## config.mk

```make
export PLATFORM = sky130hd
export DESIGN_NAME = req_fifo
export DESIGN_NICKNAME = d
export VERILOG_FILES = /design/src/hw/ahb_sys_pkg.sv /design/src/hw/req_fifo.sv
export SDC_FILE = /design/constraint.sdc
export NUM_CORES = 1
export LEC_CHECK = 0
export BUFFER_PORTS_ARGS = -buffer_cell sky130_fd_sc_hd__clkbuf_2
export CAP_MARGIN = 10
export CORE_MARGIN = 4
export CORE_UTILIZATION = 60
export CTS_CLUSTER_SIZE = 20
export DETAILED_ROUTE_END_ITERATION = 7
export PLACE_DENSITY = 0.83
export RECOVER_POWER = 50
export SYNTH_ARGS = -nofsm -noshare
export SYNTH_HDL_FRONTEND = slang
export SYNTH_SLANG_ARGS = --single-unit
```

## constraint.sdc

```tcl
create_clock -name HCLK -period 7.55 [get_ports HCLK]
set_input_delay 0.755 -clock HCLK [delete_from_list [all_inputs] [get_ports HCLK]]
set_output_delay 0.755 -clock HCLK [all_outputs]
set_load 0.01 [all_outputs]
```

## src/hw/ahb_sys_pkg.sv

```systemverilog
// Sizes, memory map constants, PMA/HTRANS/master state enums and bus structs
`default_nettype none

package ahb_sys_pkg;

  ////////////////////////////////////////////////////////////////////////////
  // Sizes and memory map
  ////////////////////////////////////////////////////////////////////////////

  // Data and physical address width
  localparam int xlen = 32;
  localparam int plen = 32;

  // RAM region, word addressed inside the slave
  localparam logic [plen-1:0] ram_base  = 32'h8000_0000;
  localparam int              ram_words = 256;
  localparam int              ram_aw    = $clog2(ram_words);

  // Host interface word
  localparam logic [plen-1:0] tohost_addr = 32'h8000_1000;

  // Request queue
  localparam int fifo_depth = 4;
  localparam int fifo_aw    = $clog2(fifo_depth);

  ////////////////////////////////////////////////////////////////////////////
  // Encodings
  ////////////////////////////////////////////////////////////////////////////

  // Region attribute, none means access fault
  typedef enum logic [1:0] {
    pma_none,
    pma_main,
    pma_io
  } pma_e;

  // Only the two transfer types this master issues
  typedef enum logic [1:0] {
    idle   = 2'b00,
    nonseq = 2'b10
  } htrans_e;

  // Bus master sequencing
  typedef enum logic [1:0] {
    m_idle,
    m_addr,
    m_data,
    m_resp
  } mst_state_e;

  ////////////////////////////////////////////////////////////////////////////
  // Structs
  ////////////////////////////////////////////////////////////////////////////

  // One queue entry
  typedef struct packed {
    logic            we;
    logic [plen-1:0] addr;
    logic [xlen-1:0] wdata;
  } dbg_req_t;

  // Read result back to the debug port
  typedef struct packed {
    logic [xlen-1:0] rdata;
    logic            err;
  } dbg_rsp_t;

  typedef struct packed {
    logic            hsel;
    logic [plen-1:0] haddr;
    logic [xlen-1:0] hwdata;
    logic            hwrite;
    htrans_e         htrans;
  } ahb_m2s_t;

  typedef struct packed {
    logic [xlen-1:0] hrdata;
    logic            hready;
    logic            hresp;
  } ahb_s2m_t;

endpackage

`default_nettype wire

```

## src/hw/req_fifo.sv

```systemverilog
// Four-entry in-order request queue with registered head entry
`timescale 1ns/1ps
`default_nettype none

module req_fifo import ahb_sys_pkg::*; (
  input  wire logic HCLK,
  input  wire logic rst_n,
  input  wire logic enq,
  input  dbg_req_t  enq_data,
  output logic      full,
  output dbg_req_t  deq_data,
  output logic      empty,
  input  wire logic deq
);

  dbg_req_t           mem [fifo_depth];
  logic [fifo_aw-1:0] wr_ptr, rd_ptr;
  logic [fifo_aw:0]   count;
  logic               push, pop;

  // Qualified strobes
  assign push = enq && !full;
  assign pop  = deq && !empty;

  assign full  = (count == (fifo_aw+1)'(fifo_depth));
  assign empty = (count == '0);

  ////////////////////////////////////////////////////////////////////////////
  // Pointers and occupancy
  ////////////////////////////////////////////////////////////////////////////

  // Depth is a power of two, pointers wrap on their own
  always_ff @(posedge HCLK or negedge rst_n) begin
    if (!rst_n) begin
      wr_ptr <= '0;
      rd_ptr <= '0;
      count  <= '0;
    end else begin
      if (push) wr_ptr <= wr_ptr + 1'b1;
      if (pop)  rd_ptr <= rd_ptr + 1'b1;
      case ({push, pop})
        2'b10:   count <= count + 1'b1;
        2'b01:   count <= count - 1'b1;
        default: count <= count;
      endcase
    end
  end

  // Storage
  always_ff @(posedge HCLK) begin
    if (push) mem[wr_ptr] <= enq_data;
  end

  // Head straight out of the register file
  assign deq_data = mem[rd_ptr];

endmodule

`default_nettype wire

```

==> flow_metrics.tcl <==
set metrics [dict create \
    antenna_found_initial 3 \
    viasPerCell 5.67 \
    htreeDepth 1 \
    hold_path_class "in2async" \
    post-route-period-util_pct 67.1 \
    drive_above_1_share_pct 31.9 \
    ctsResizeCount 0 \
    antenna-diode-count 0 \
    arrival_ns 5.05 \
    cp.required_ns 7.54 \
    status "finished, violations left" \
    coreArea_um2 15900 \
    gr-total-overflow 0 \
    cp_max_fo 65 \
    slew_headroom_pct -217 \
    post-cts-setup-buffer-count 0 \
    dp.cells 714 \
    nNetsFinal 601 \
    cts_root_buf "clkbuf_16" \
    syn2layout_area_growth_pct 15.8 \
    fin_area_um2 11400 \
    yosys_register_bits 267 \
    rows 46 \
    rsz0062_at_grt "no" \
    clk-insertion-delay-late_ns 0.50 \
    cp_slowest_cell "and2_0" \
    finalWorstSetupSlack_ns 2.49 \
    crit_family "simple AND/OR/NAND/NOR gates" \
    yosys_warnings 0 \
    max_freq_ghz 0.198 \
    tightest_slew_ns 4.76 \
    grt_max_degree 67 \
    floorplan.initialDensity_pct 61.7 \
    wl_um 17300 \
    cp-start-kind "flip-flop" \
    cts_tree "done" \
    fin_cells 762 \
    powerDensity_nw_per_um2 402 \
    vias 4319 \
    yosysSeqAreaShare_pct 81.2 \
    port_buffers 135 \
    criticalPathCategory "reg2reg" \
    slowest_delay_ns 3.47 \
    drc 0 \
    post_drt_wl_per_cell_um 22.7 \
    maxCapViolCount 3 \
    dp_hpwl_um 9900 \
    cts.hold.buffers_added 0 \
    cts_buffers 26 \
    slew_viol_final 166 \
    clock-skew-final_ns 0.00652 \
    syn-instance-count 377 \
    drtAntennaViolNets 0 \
    hold_viol_final 0 \
    gp_congestion 0.717 \
    chipHeight_um 136 \
    path_buf_inv 0 \
    avgSynthCellArea_um2 26.1 \
    grt_pass1_wl_um 27100 \
    leakage_nw 3.78 \
    setup_violations 0 \
    violations "capacitance limit, slew limit" \
    path_cells "nor3b_1 -> nor2b_1 -> and2_0" \
    grt_pass1_vias 4710 \
    critPathCaptureType "flip-flop" \
    tns_ns 0 \
    syn_nets 452 \
    peakVddDrop_v 0.000225 \
    dieArea_um2 18500 \
    post-route-min-period_ns 5.06 \
    synth_cell_types 22 \
    preCtsSetupSlack_ns 4.38 \
    syn_area_um2 9830 \
    clkTransAtPathRegs_ns 0.06 \
    chipWidth_um 136 \
    dr.first_iter.drc_count 237 \
    drt_first_pass_iters 4 \
    ios 136 \
    cts_sinks 267 \
    holdWs_ns 0.149 \
    placed_cell_area_um2 10700 \
    cts_max_path_buffers 3 \
    grt_usage_pct 19.4 \
]
==> stage by stage <==
step | util, % | power [mW]
after floorplan | - | 2.98
after global placement | 66.8 | 3.35
after detailed placement | 66.8 | 3.40
after CTS | 72.0 | 4.63
after global routing | 71.4 | 4.82
final | 71.4 | 4.57
==> where the power goes <==
part	internal, mW	total, mW	switching [mW]	leakage, nW
combinational	0.571	1.16	0.590	0.905
sequential	1.99	2.19	0.197	2.46
clock	0.724	1.23	0.501	0.410
total	3.29	4.57	1.29	3.78
==> cells in the final DEF, fill, tap and decap left out, drive strengths merged, types with 3 or more instances in the layout <==
master  Yosys  layout
ha          5       5
and2        4       4
clkbuf      2     172
inv         6       6
mux4       65      65
edfxtp    260     260
dfrtp       7       7
clkinv      0      10
xor2        3       3
xnor2       3       3
==> area by class of cell <==
cell class	count	area [um^2]
well taps	216	270
multi-input cells	89	1690
flip-flops and latches	267	7990
clock buffers	37	753
inverters	6	22.5
repair buffers	136	598
fillers	963	4550
clock inverters	11	73.8
==> metal layers <==
layer,GRT usage (%),up-vias,part of all wire [%]
li1,-,1914,-
met1,26.5,2226,39
met2,32.4,143,52
met3,4.89,30,7.0
met4,4.26,6,1.7
met5,0,-,0.16
==> cell usage after synthesis (all sizes together) <==
master,number,area [um^2]
nor2b,1,6.26
inv,6,22.5
ha,5,62.6
buf,13,139
xor2,3,26.3
edfxtp,260,7810
dfrtp,7,175
mux2,1,11.3
nand2,1,3.75
nor3,1,5.00
and2,4,25.0
o31a,1,8.76
fa,1,20.0
nor3b,1,7.51
nor2,1,3.75
xnor2,3,26.3
clkbuf,2,7.51
mux2i,1,10.0
mux4,65,1460
==> kinds of logic after synthesis <==
group,count (synthesis),synth area share [%]
simple gates,9,0.522
fa+ha+maj,6,0.840
flops,267,81.2
buf+inv,21,1.72
xor+xnor,6,0.535
mux,67,15.1
compound gates,1,0.0891
==> final timing paths <==
check                      slack [ns]         from          to  cells past startpoint
setup reg to reg                 2.49     count[2]  mem[1][15]                      3
min in group HCLK                0.50  enq_data[8]   mem[2][8]                      1
setup / recovery                 2.49     count[2]  mem[1][15]                      3
max in group asynchronous        7.08        rst_n   rd_ptr[1]                      1
hold reg to reg                  0.55     count[2]    count[2]                      1
hold / removal                   0.15        rst_n    count[1]                      1
==> registers in the layout (all words and copies together), names as in the netlist <==
register / cells
rd_ptr: 2
mem: 260
count: 3
wr_ptr: 2
(Power assumes the default switching activity.)
