## config.mk

```make
export PLATFORM = sky130hd
export DESIGN_NAME = dbg_req_port
export DESIGN_NICKNAME = d
export VERILOG_FILES = /design/src/hw/ahb_sys_pkg.sv /design/src/hw/dbg_req_port.sv
export SDC_FILE = /design/constraint.sdc
export NUM_CORES = 1
export LEC_CHECK = 0
export BUFFER_PORTS_ARGS = -buffer_cell sky130_fd_sc_hd__buf_2
export CORE_AREA = 2 2 86 68
export DETAILED_ROUTE_END_ITERATION = 6
export DIE_AREA = 0 0 88 70
export HOLD_SLACK_MARGIN = 0.12
export PLACE_DENSITY = 0.83
export SYNTH_ARGS = -nofsm -noshare
export SYNTH_HDL_FRONTEND = slang
export SYNTH_SLANG_ARGS = --single-unit
```

## constraint.sdc

```tcl
create_clock -name HCLK -period 2.15 [get_ports HCLK]
set_input_delay 0.43 -clock HCLK [delete_from_list [all_inputs] [get_ports HCLK]]
set_output_delay 0.43 -clock HCLK [all_outputs]
set_load 0.01 [all_outputs]
```

## src/hw/ahb_sys_pkg.sv

```systemverilog
// Sizes, memory map constants, PMA/HTRANS/master state enums and bus structs
`default_nettype none

package ahb_sys_pkg;

  ////////////////////////////////////////////////////////////////////////////
  // Sizes and memory map
  ////////////////////////////////////////////////////////////////////////////

  // Data and physical address width
  localparam int xlen = 32;
  localparam int plen = 32;

  // RAM region, word addressed inside the slave
  localparam logic [plen-1:0] ram_base  = 32'h8000_0000;
  localparam int              ram_words = 256;
  localparam int              ram_aw    = $clog2(ram_words);

  // Host interface word
  localparam logic [plen-1:0] tohost_addr = 32'h8000_1000;

  // Request queue
  localparam int fifo_depth = 4;
  localparam int fifo_aw    = $clog2(fifo_depth);

  ////////////////////////////////////////////////////////////////////////////
  // Encodings
  ////////////////////////////////////////////////////////////////////////////

  // Region attribute, none means access fault
  typedef enum logic [1:0] {
    pma_none,
    pma_main,
    pma_io
  } pma_e;

  // Only the two transfer types this master issues
  typedef enum logic [1:0] {
    idle   = 2'b00,
    nonseq = 2'b10
  } htrans_e;

  // Bus master sequencing
  typedef enum logic [1:0] {
    m_idle,
    m_addr,
    m_data,
    m_resp
  } mst_state_e;

  ////////////////////////////////////////////////////////////////////////////
  // Structs
  ////////////////////////////////////////////////////////////////////////////

  // One queue entry
  typedef struct packed {
    logic            we;
    logic [plen-1:0] addr;
    logic [xlen-1:0] wdata;
  } dbg_req_t;

  // Read result back to the debug port
  typedef struct packed {
    logic [xlen-1:0] rdata;
    logic            err;
  } dbg_rsp_t;

  typedef struct packed {
    logic            hsel;
    logic [plen-1:0] haddr;
    logic [xlen-1:0] hwdata;
    logic            hwrite;
    htrans_e         htrans;
  } ahb_m2s_t;

  typedef struct packed {
    logic [xlen-1:0] hrdata;
    logic            hready;
    logic            hresp;
  } ahb_s2m_t;

endpackage

`default_nettype wire

```

## src/hw/dbg_req_port.sv

```systemverilog
// Debug port front end: four-phase strobe to queue push, read result return
`timescale 1ns/1ps
`default_nettype none

module dbg_req_port import ahb_sys_pkg::*; (
  input  wire logic            HCLK,
  input  wire logic            rst_n,
  input  wire logic            dbg_strb,
  input  wire logic            dbg_we,
  input  wire logic [plen-1:0] dbg_addr,
  input  wire logic [xlen-1:0] dbg_dati,
  output logic      [xlen-1:0] dbg_dato,
  output logic                 dbg_ack,
  output logic                 dbg_err,
  output logic                 enq,
  output dbg_req_t             enq_data,
  input  wire logic            full,
  input  wire logic            rsp_valid,
  input  dbg_rsp_t             rsp
);

  // Idle, blocked on full queue, waiting for read data, ack held
  typedef enum logic [1:0] {p_idle, p_push, p_rsp, p_ack} port_state_e;

  port_state_e     state_q, state_d;
  logic [xlen-1:0] dato_q;
  logic            err_q;

  // Requester keeps these stable while strb is high
  assign enq_data = '{we: dbg_we, addr: dbg_addr, wdata: dbg_dati};
  assign enq      = dbg_strb && (state_q == p_idle || state_q == p_push);

  always_comb begin
    state_d = state_q;
    case (state_q)
      p_idle: if (dbg_strb) begin
        if (full) state_d = p_push;
        else      state_d = dbg_we ? p_ack : p_rsp;
      end
      // Writes ack on push, reads after the bus returns
      p_push:  if (!full) state_d = dbg_we ? p_ack : p_rsp;
      p_rsp:   if (rsp_valid) state_d = p_ack;
      p_ack:   if (!dbg_strb) state_d = p_idle;
      default: state_d = p_idle;
    endcase
  end

  always_ff @(posedge HCLK or negedge rst_n) begin
    if (!rst_n) begin
      state_q <= p_idle;
      err_q   <= 1'b0;
    end else begin
      state_q <= state_d;
      if (state_q == p_rsp && rsp_valid) err_q <= rsp.err;
      else if (enq && !full && dbg_we)   err_q <= 1'b0;
    end
  end

  // Read data holder
  always_ff @(posedge HCLK) begin
    if (state_q == p_rsp && rsp_valid) dato_q <= rsp.rdata;
  end

  assign dbg_ack  = (state_q == p_ack);
  assign dbg_dato = dato_q;
  assign dbg_err  = err_q;

endmodule

`default_nettype wire

```

==> impl_results.md, run 1 <==
* Longest Clk Path Bufs at 2
* Slowest stage cell, crit path: dfrtp_1
* Final min period at 1.843 ns
* H-tree depth at 2
* Port bufs at 74
* Clock sinks at 35
* Sequential area share after synthesis at about three fifths
* Initial antenna violation count at 0
* Metal2 WL at approximately 1400 um
* Sequential cell area at 1036 um^2
* First-pass GRT wire length at ~3900 um
* Status: completed
* Routed wire length at roughly 2800 um
* Total gr overflow at 0
* Total CTS buffers at 5
* Nets at 249
* Top-level port count at about 200
* Vias per cell at slightly below 4
* Setup TNS at 0 ns
* DR vias at 860
* Cell area power density at 1068 nW/um^2
* Starting DRT DRC Count at 16
* Worst setup EP type: output pin
* Unrepaired setup endpoints after global routing: no
* Highest Signal Layer: met4
* Max incr delay on CP at 0.40 ns
* WP data required at around 1.7 ns
* Synth Warn # at 0
* FF+latch count, synth at 35
* Met3 wire length at 512 um
* Leakage power total at approximately 0.77 nW
* Mapped Cells at 124
* Total GRT Usage at approximately 8.5%
* Most used cell, CP: inv_1
* CP Launch Type: flip-flop
* Syn avg cell area at 13.68 um^2
* 1st-pass router iterations at 4
* Antenna Nets Post-Route at 0
* Fraction of layout cells with a size suffix above 1 at between 50% and 60%
* Design area at 1779 um^2
* DP Wirelength at around 2200 um
* Dpl cell area at between 1500 and 2000 um^2
* Max rail drop VDD at 281.6 uV
* Post-CTS Resized at 0
* Peak Freq at ~540 MHz
* Crit path cell chain: inv_1 > ha_1 > o21ai_0 > inv_1 > buf_2
* Slew margin rel. at 73.18%
* Core ar. at 5435 um^2
* Fill cell count at approximately 530
* Pin count of the biggest net entering global routing at 35
* Metal-1 WL at 832 um
* Unique masters post-synth at 15
* Initial core utilization at between 30 and 40%
* Post-Syn Nets at ~230
* Pins Over Slew Limit at 0
* Worst skew pair latency at 0.28 ns
* Synth-to-Final Area Change at 4.867%
* Crit Path Category: flip-flop to output pin
* Crit path DAT at 1.41 ns
* Number of global-route vias before repair at 845
* Root buf cell: clkbuf_8
* CTS clock-pin slew for the worst setup and hold paths at roughly 0.07 ns
* Max Cap Viol at 0
* Worst Hold Class: primary input to flip-flop
* Final Hold Vio Count at 0
* Worst path buffer plus inverter count at 3
* Die area at 6160 um^2
* Chip width at 88 um
* Crit-path leading delay family: flip-flops
* Crit-path max FO at 6
* Dpl cells at between 200 and 250
* Syn Std Cell Area at 1697 um^2
* Total Power at between 1.5 and 2 mW
* GP Congestion at 0.8564
* Post-DR wirelength/cell at 12.61 um
* Worst-Margin Slew at just over 0.4 ns
* Final Cycle Share at 85.71%
* Residual DRC at 0
* Clock Skews at 0.008593 ns
* Final setup fails at 0
* Die H at 70 um
* Non-Filler Instances at around 220
* Row count at 24
* Setup Fix Bufs, Post-CTS at 0
* Multi-input gate area in the final layout at 161.4 um^2
* ANT cells at 0
* TritonCTS clock tree: built
## state kept, by name (all words and copies together) (netlist names)
name and count:
dbg_err 1, state_q 2, dbg_dato 32
## cells by family after synthesis
logic type	after synthesis	synth area share, %
AOI/OAI and AO/OA	6	1.917
adders and majority gates	4	2.950
buffers and inverters	68	29.42
DFF	35	61.06
muxes	3	2.065
and+or+nand+nor	8	2.581
## cells in the final DEF, fill, tap and decap left out, drive strengths merged
cell,n
nor2,1
clkbuf,6
o21ai,4
dfrtp,3
inv,3
a21oi,1
nand3,1
mux2,1
dlygate4sd3,1
nand2b,2
mux2i,2
nand2,3
clkinvlp,1
clkinv,1
a211oi,1
buf,75
edfxtp,32
and2,1
ha,4
## layer usage
layer  global-route usage (%)  up-vias
li1                         -      384
met1                    7.040      381
met2                    13.38       82
met3                    7.801       13
met4                    4.786        0
met5                        0        -
## per-stage QoR
step                hold slack, ns  utilization (%)  setup WS (ns)
floorplan                   0.1344                -         0.2783
global placement            0.2368            30.99         0.6507
detailed placement          0.2358            30.99         0.5957
CTS                         0.3094            32.73         0.2785
global route                0.3062            32.73         0.1780
finish                      0.3216            32.73         0.3073
## final timing paths
kind / from / endpoint / slack, ns / depth (start not counted)
max in group asynchronous: rst_n / state_q[1] / 1.56 / 2
hold reg to reg: dbg_err / dbg_err / 0.57 / 2
setup reg to reg: state_q[0] / dbg_dato[26] / 0.61 / 4
hold / removal: rsp[30] / dbg_dato[29] / 0.32 / 1
setup / recovery: state_q[0] / enq / 0.31 / 5
min in group asynchronous: rst_n / state_q[0] / 0.48 / 2
## final cells by class
| cell class | instances | area share [%] |
|---|---|---|
| Clock inverter | 2 | 0.7032 |
| Clock buffer | 6 | 4.079 |
| Multi-Input combinational cell | 21 | 9.072 |
| Sequential cell | 35 | 58.23 |
| Tap cell | 78 | 5.485 |
| Timing Repair Buffer | 76 | 21.80 |
| Inverter | 3 | 0.6329 |
## timing repair
item	CTS	global route
hold buffers	1	0
endpoints found under the setup margin	0	0
endpoints found under the hold margin	3	0
## worst reg2reg max path: cells and delay by family, from the launching register on
family	cells	cell delay [ns]
adder cells (fa/ha/maj)	1	0.19
buffers and inverters	2	0.44
flip-flops	1	0.42
AND/OR/NAND/NOR	1	0.13
## synth_stat cells, drive strengths merged
master | instances | area share (%)
nand2 | 3 | 0.66
dfrtp | 3 | 4.4
and2 | 1 | 0.37
ha | 4 | 2.9
mux2 | 1 | 0.88
a21oi | 1 | 0.29
mux2i | 2 | 1.2
a211oi | 1 | 0.44
o21ai | 4 | 1.2
edfxtp | 32 | 57
nand2b | 2 | 0.74
nor2 | 1 | 0.22
nand3 | 1 | 0.59
buf | 65 | 29
inv | 3 | 0.66
## power by group
| group | switching (mW) | total [mW] | internal [mW] |
|---|---|---|---|
| Combinational | 0.288 | 0.508 | 0.220 |
| Sequential | 0.0420 | 0.951 | 0.909 |
| Clock | 0.216 | 0.441 | 0.226 |
Power figures use the tool's default switching activity.
==> run 2, diff against run 1 <==
Settings changed: BUFFER_PORTS_ARGS -buffer_cell sky130_fd_sc_hd__buf_2 to -buffer_cell sky130_fd_sc_hd__buf_4, CORE_AREA 2 2 86 68 to 2 2 78 80, CTS_BUF_LIST set to sky130_fd_sc_hd__clkbuf_8, DIE_AREA 0 0 88 70 to 0 0 80 82, PLACE_DENSITY 0.83 to 0.78, RECOVER_POWER set to 25.
==> run 2 against run 1 <==
  * Worst setup slack worse by 0.018 ns
  * Routed wire length rose by 16%
  * Register-to-register slack better by 0.02 ns
  * Highest routed layer unchanged
==> impl_results.md, run 2 (synthesis results as in run 1) <==
* Met2 usage at 14.67% (+1.3 points)
* Crit path cell chain: inv_1 > ha_1 > o21ai_0 > inv_1 > buf_4
* Cell area power density at 1053 nW/um^2 (-1.5%)
* Nets at 249 (unchanged)
* Antenna Nets Post-Route at 0 (unchanged)
* Worst slack at placement at 0.5779 ns (-0.01778 ns)
* Port bufs at 74 (unchanged)
* Sequential cell area at 1036 um^2 (unchanged)
* Max incr delay on CP at 0.40 ns (about the same)
* Setup TNS at 0 ns (unchanged)
* Row count at 28 (+17%)
* 1st-pass router iterations at 4 (unchanged)
* CP Launch Type: flip-flop
* Worst path buffer plus inverter count at 3 (unchanged)
* Crit Path Category: flip-flop to output pin
* Total gr overflow at 0 (unchanged)
* Final min period at 1.861 ns (+0.01797 ns)
* Core ar. at 5746 um^2 (+5.7%)
* Met1 GRT Util at 6.828% (-0.21 points)
* Most frequent cells in the layout: buf_4, edfxtp_1, clkbuf_4
* Commonest non-fill, non-tap cell in the layout: buf_4
* Total Power at 2.084 mW (+9.6%)
* H-tree depth at 2 (unchanged)
* GP Congestion at 0.7534 (-12%)
* Crit-path max FO at 6 (unchanged)
* Final core utilization at 34.45% (+1.7 points)
* Final Cycle Share at 86.54% (+0.84 points)
* DP Wirelength at 2674 um (+20%)
* Post-DR wirelength/cell at 14.84 um (+18%)
* Grt met3 use at 6.374% (-1.4 points)
* CTS clock-pin slew for the worst setup and hold paths at 0.07 ns (about the same)
* WP data required at 1.72 ns (about the same)
* ANT cells at 0 (unchanged)
* Clk network pwr share at 26.1% (+2.9 points)
* Pins Over Slew Limit at 0 (unchanged)
* Worst setup EP type: output pin
* Starting DRT DRC Count at 34 (+18)
* Initial core utilization at 29.53% (-1.7 points)
* Vias per cell at 4.046 (+4.0%)
* Crit-path leading delay family: flip-flops
* Synth-to-Final Area Change at 16.67%
* Top-level port count at 203 (unchanged)
* Root buf cell: clkbuf_8
* Comb pwr share at 28.0% (+1.3 points)
* Unrepaired setup endpoints after global routing: no
* Residual DRC at 0 (unchanged)
* Most used cell, CP: inv_1
* Initial antenna violation count at 0 (unchanged)
* Pin count of the biggest net entering global routing at 35 (unchanged)
* Total GRT Usage at 8.993% (+0.45 points)
* Max rail drop VDD at 354.7 uV (+26%)
* Final setup fails at 0 (unchanged)
* Worst-Margin Slew at 0.3829 ns (-0.01945 ns)
* Peak Freq at 537.4 MHz (-0.97%)
* Max Cap Viol at 0 (unchanged)
* Max FFs per register at 32 (unchanged)
* Final worst slack at 0.2894 ns (-0.01797 ns)
* Worst skew pair latency at 0.27 ns (about the same)
* Slew margin rel. at 74.48% (+1.3 points)
* TritonCTS clock tree: built
* First-pass GRT wire length at 4209 um (+8.9%)
* Sequential share of power at 45.9% (-4.1 points)
* Sw Share at 25.91% (-2.8 points)
* Final Hold Vio Count at 0 (unchanged)
* Clock Skews at 0.003988 ns (-0.004605 ns)
* Fraction of layout cells with a size suffix above 1 at 58.04% (-0.70 points)
* Number of global-route vias before repair at 825 (-2.4%)
* Routed wire length at 3236 um (+16%)
* Top Usage Layer GRT: met2
* Clock sinks at 35 (unchanged)
* Fill cell count at 569 (+8.4%)
* Status: completed
* Cell Int Power at 1.544 mW (+14%)
* Total CTS buffers at 5 (unchanged)
* Die H at 82 um (+17%)
* Leakage power total at 0.8387 nW (+8.7%)
* Crit path DAT at 1.43 ns (+0.02 ns)
* Worst Hold Class: primary input to flip-flop
* Net switching power at 539.8 uW (-1.1%)
* Chip width at 80 um (-9.1%)
* Slowest stage cell, crit path: dfrtp_1
* Die area at 6560 um^2 (+6.5%)
* Longest Clk Path Bufs at 2 (unchanged)
* DR vias at 882 (+2.6%)
* Multi-input gate area in the final layout at 161.4 um^2 (unchanged)
-- run 2: layout make-up --
class	instances	share of cell area, %
repair buffers	76	28.76
inverters	3	0.5689
flip-flops and latches	35	52.34
clock inverters	3	1.960
well taps	75	4.741
multi-input cells	21	8.154
clock buffers	5	3.477
-- run 2: final timing paths --
kind	startpoint	endpoint	slack, ns	cells past startpoint
worst max-delay path	state_q[0]	enq	0.29	5
worst min-delay path	rsp[31]	dbg_dato[30]	0.35	1
worst max register to register	state_q[0]	dbg_dato[29]	0.63	4
worst min register to register	dbg_err	dbg_err	0.57	2
max in group asynchronous	rst_n	state_q[1]	1.47	2
min in group asynchronous	rst_n	state_q[0]	0.51	2
-- run 2: stage by stage --
stage / cell area (um^2) / cells / hold WS (ns)
after global placement: 1866 / 209 / 0.2248
after CTS: 1983 / 218 / 0.3207
after floorplan: 1697 / 124 / 0.1344
final: 1979 / 218 / 0.3527
after global routing: 1979 / 218 / 0.3421
after detailed placement: 1866 / 209 / 0.2287
-- run 2: layer usage --
| layer | vias up | share of wire (%) |
|---|---|---|
| met5 | - | 0 |
| met4 | 0 | 4.9 |
| met3 | 15 | 22 |
| met2 | 111 | 45 |
| met1 | 373 | 28 |
| li1 | 383 | - |
-- run 2: timing repair --
action,CTS,global route
endpoints found under the hold margin,3,0
hold buffers,1,0
setup buffers,0,0
setup endpoints to repair,0,0
gates resized for setup,0,0
-- run 2: power by group through the flow --
stage | Combinational [mW] | Sequential (mW) | Clock [mW]
6_report | 0.583 | 0.956 | 0.545
5_1_grt | 0.645 | 0.971 | 0.586
4_1_cts | 0.596 | 0.958 | 0.566
3_5_place_dp | 0.589 | 0.973 | 0
3_3_place_gp | 0.584 | 0.967 | 0
2_1_floorplan | 0.370 | 1.03 | 0
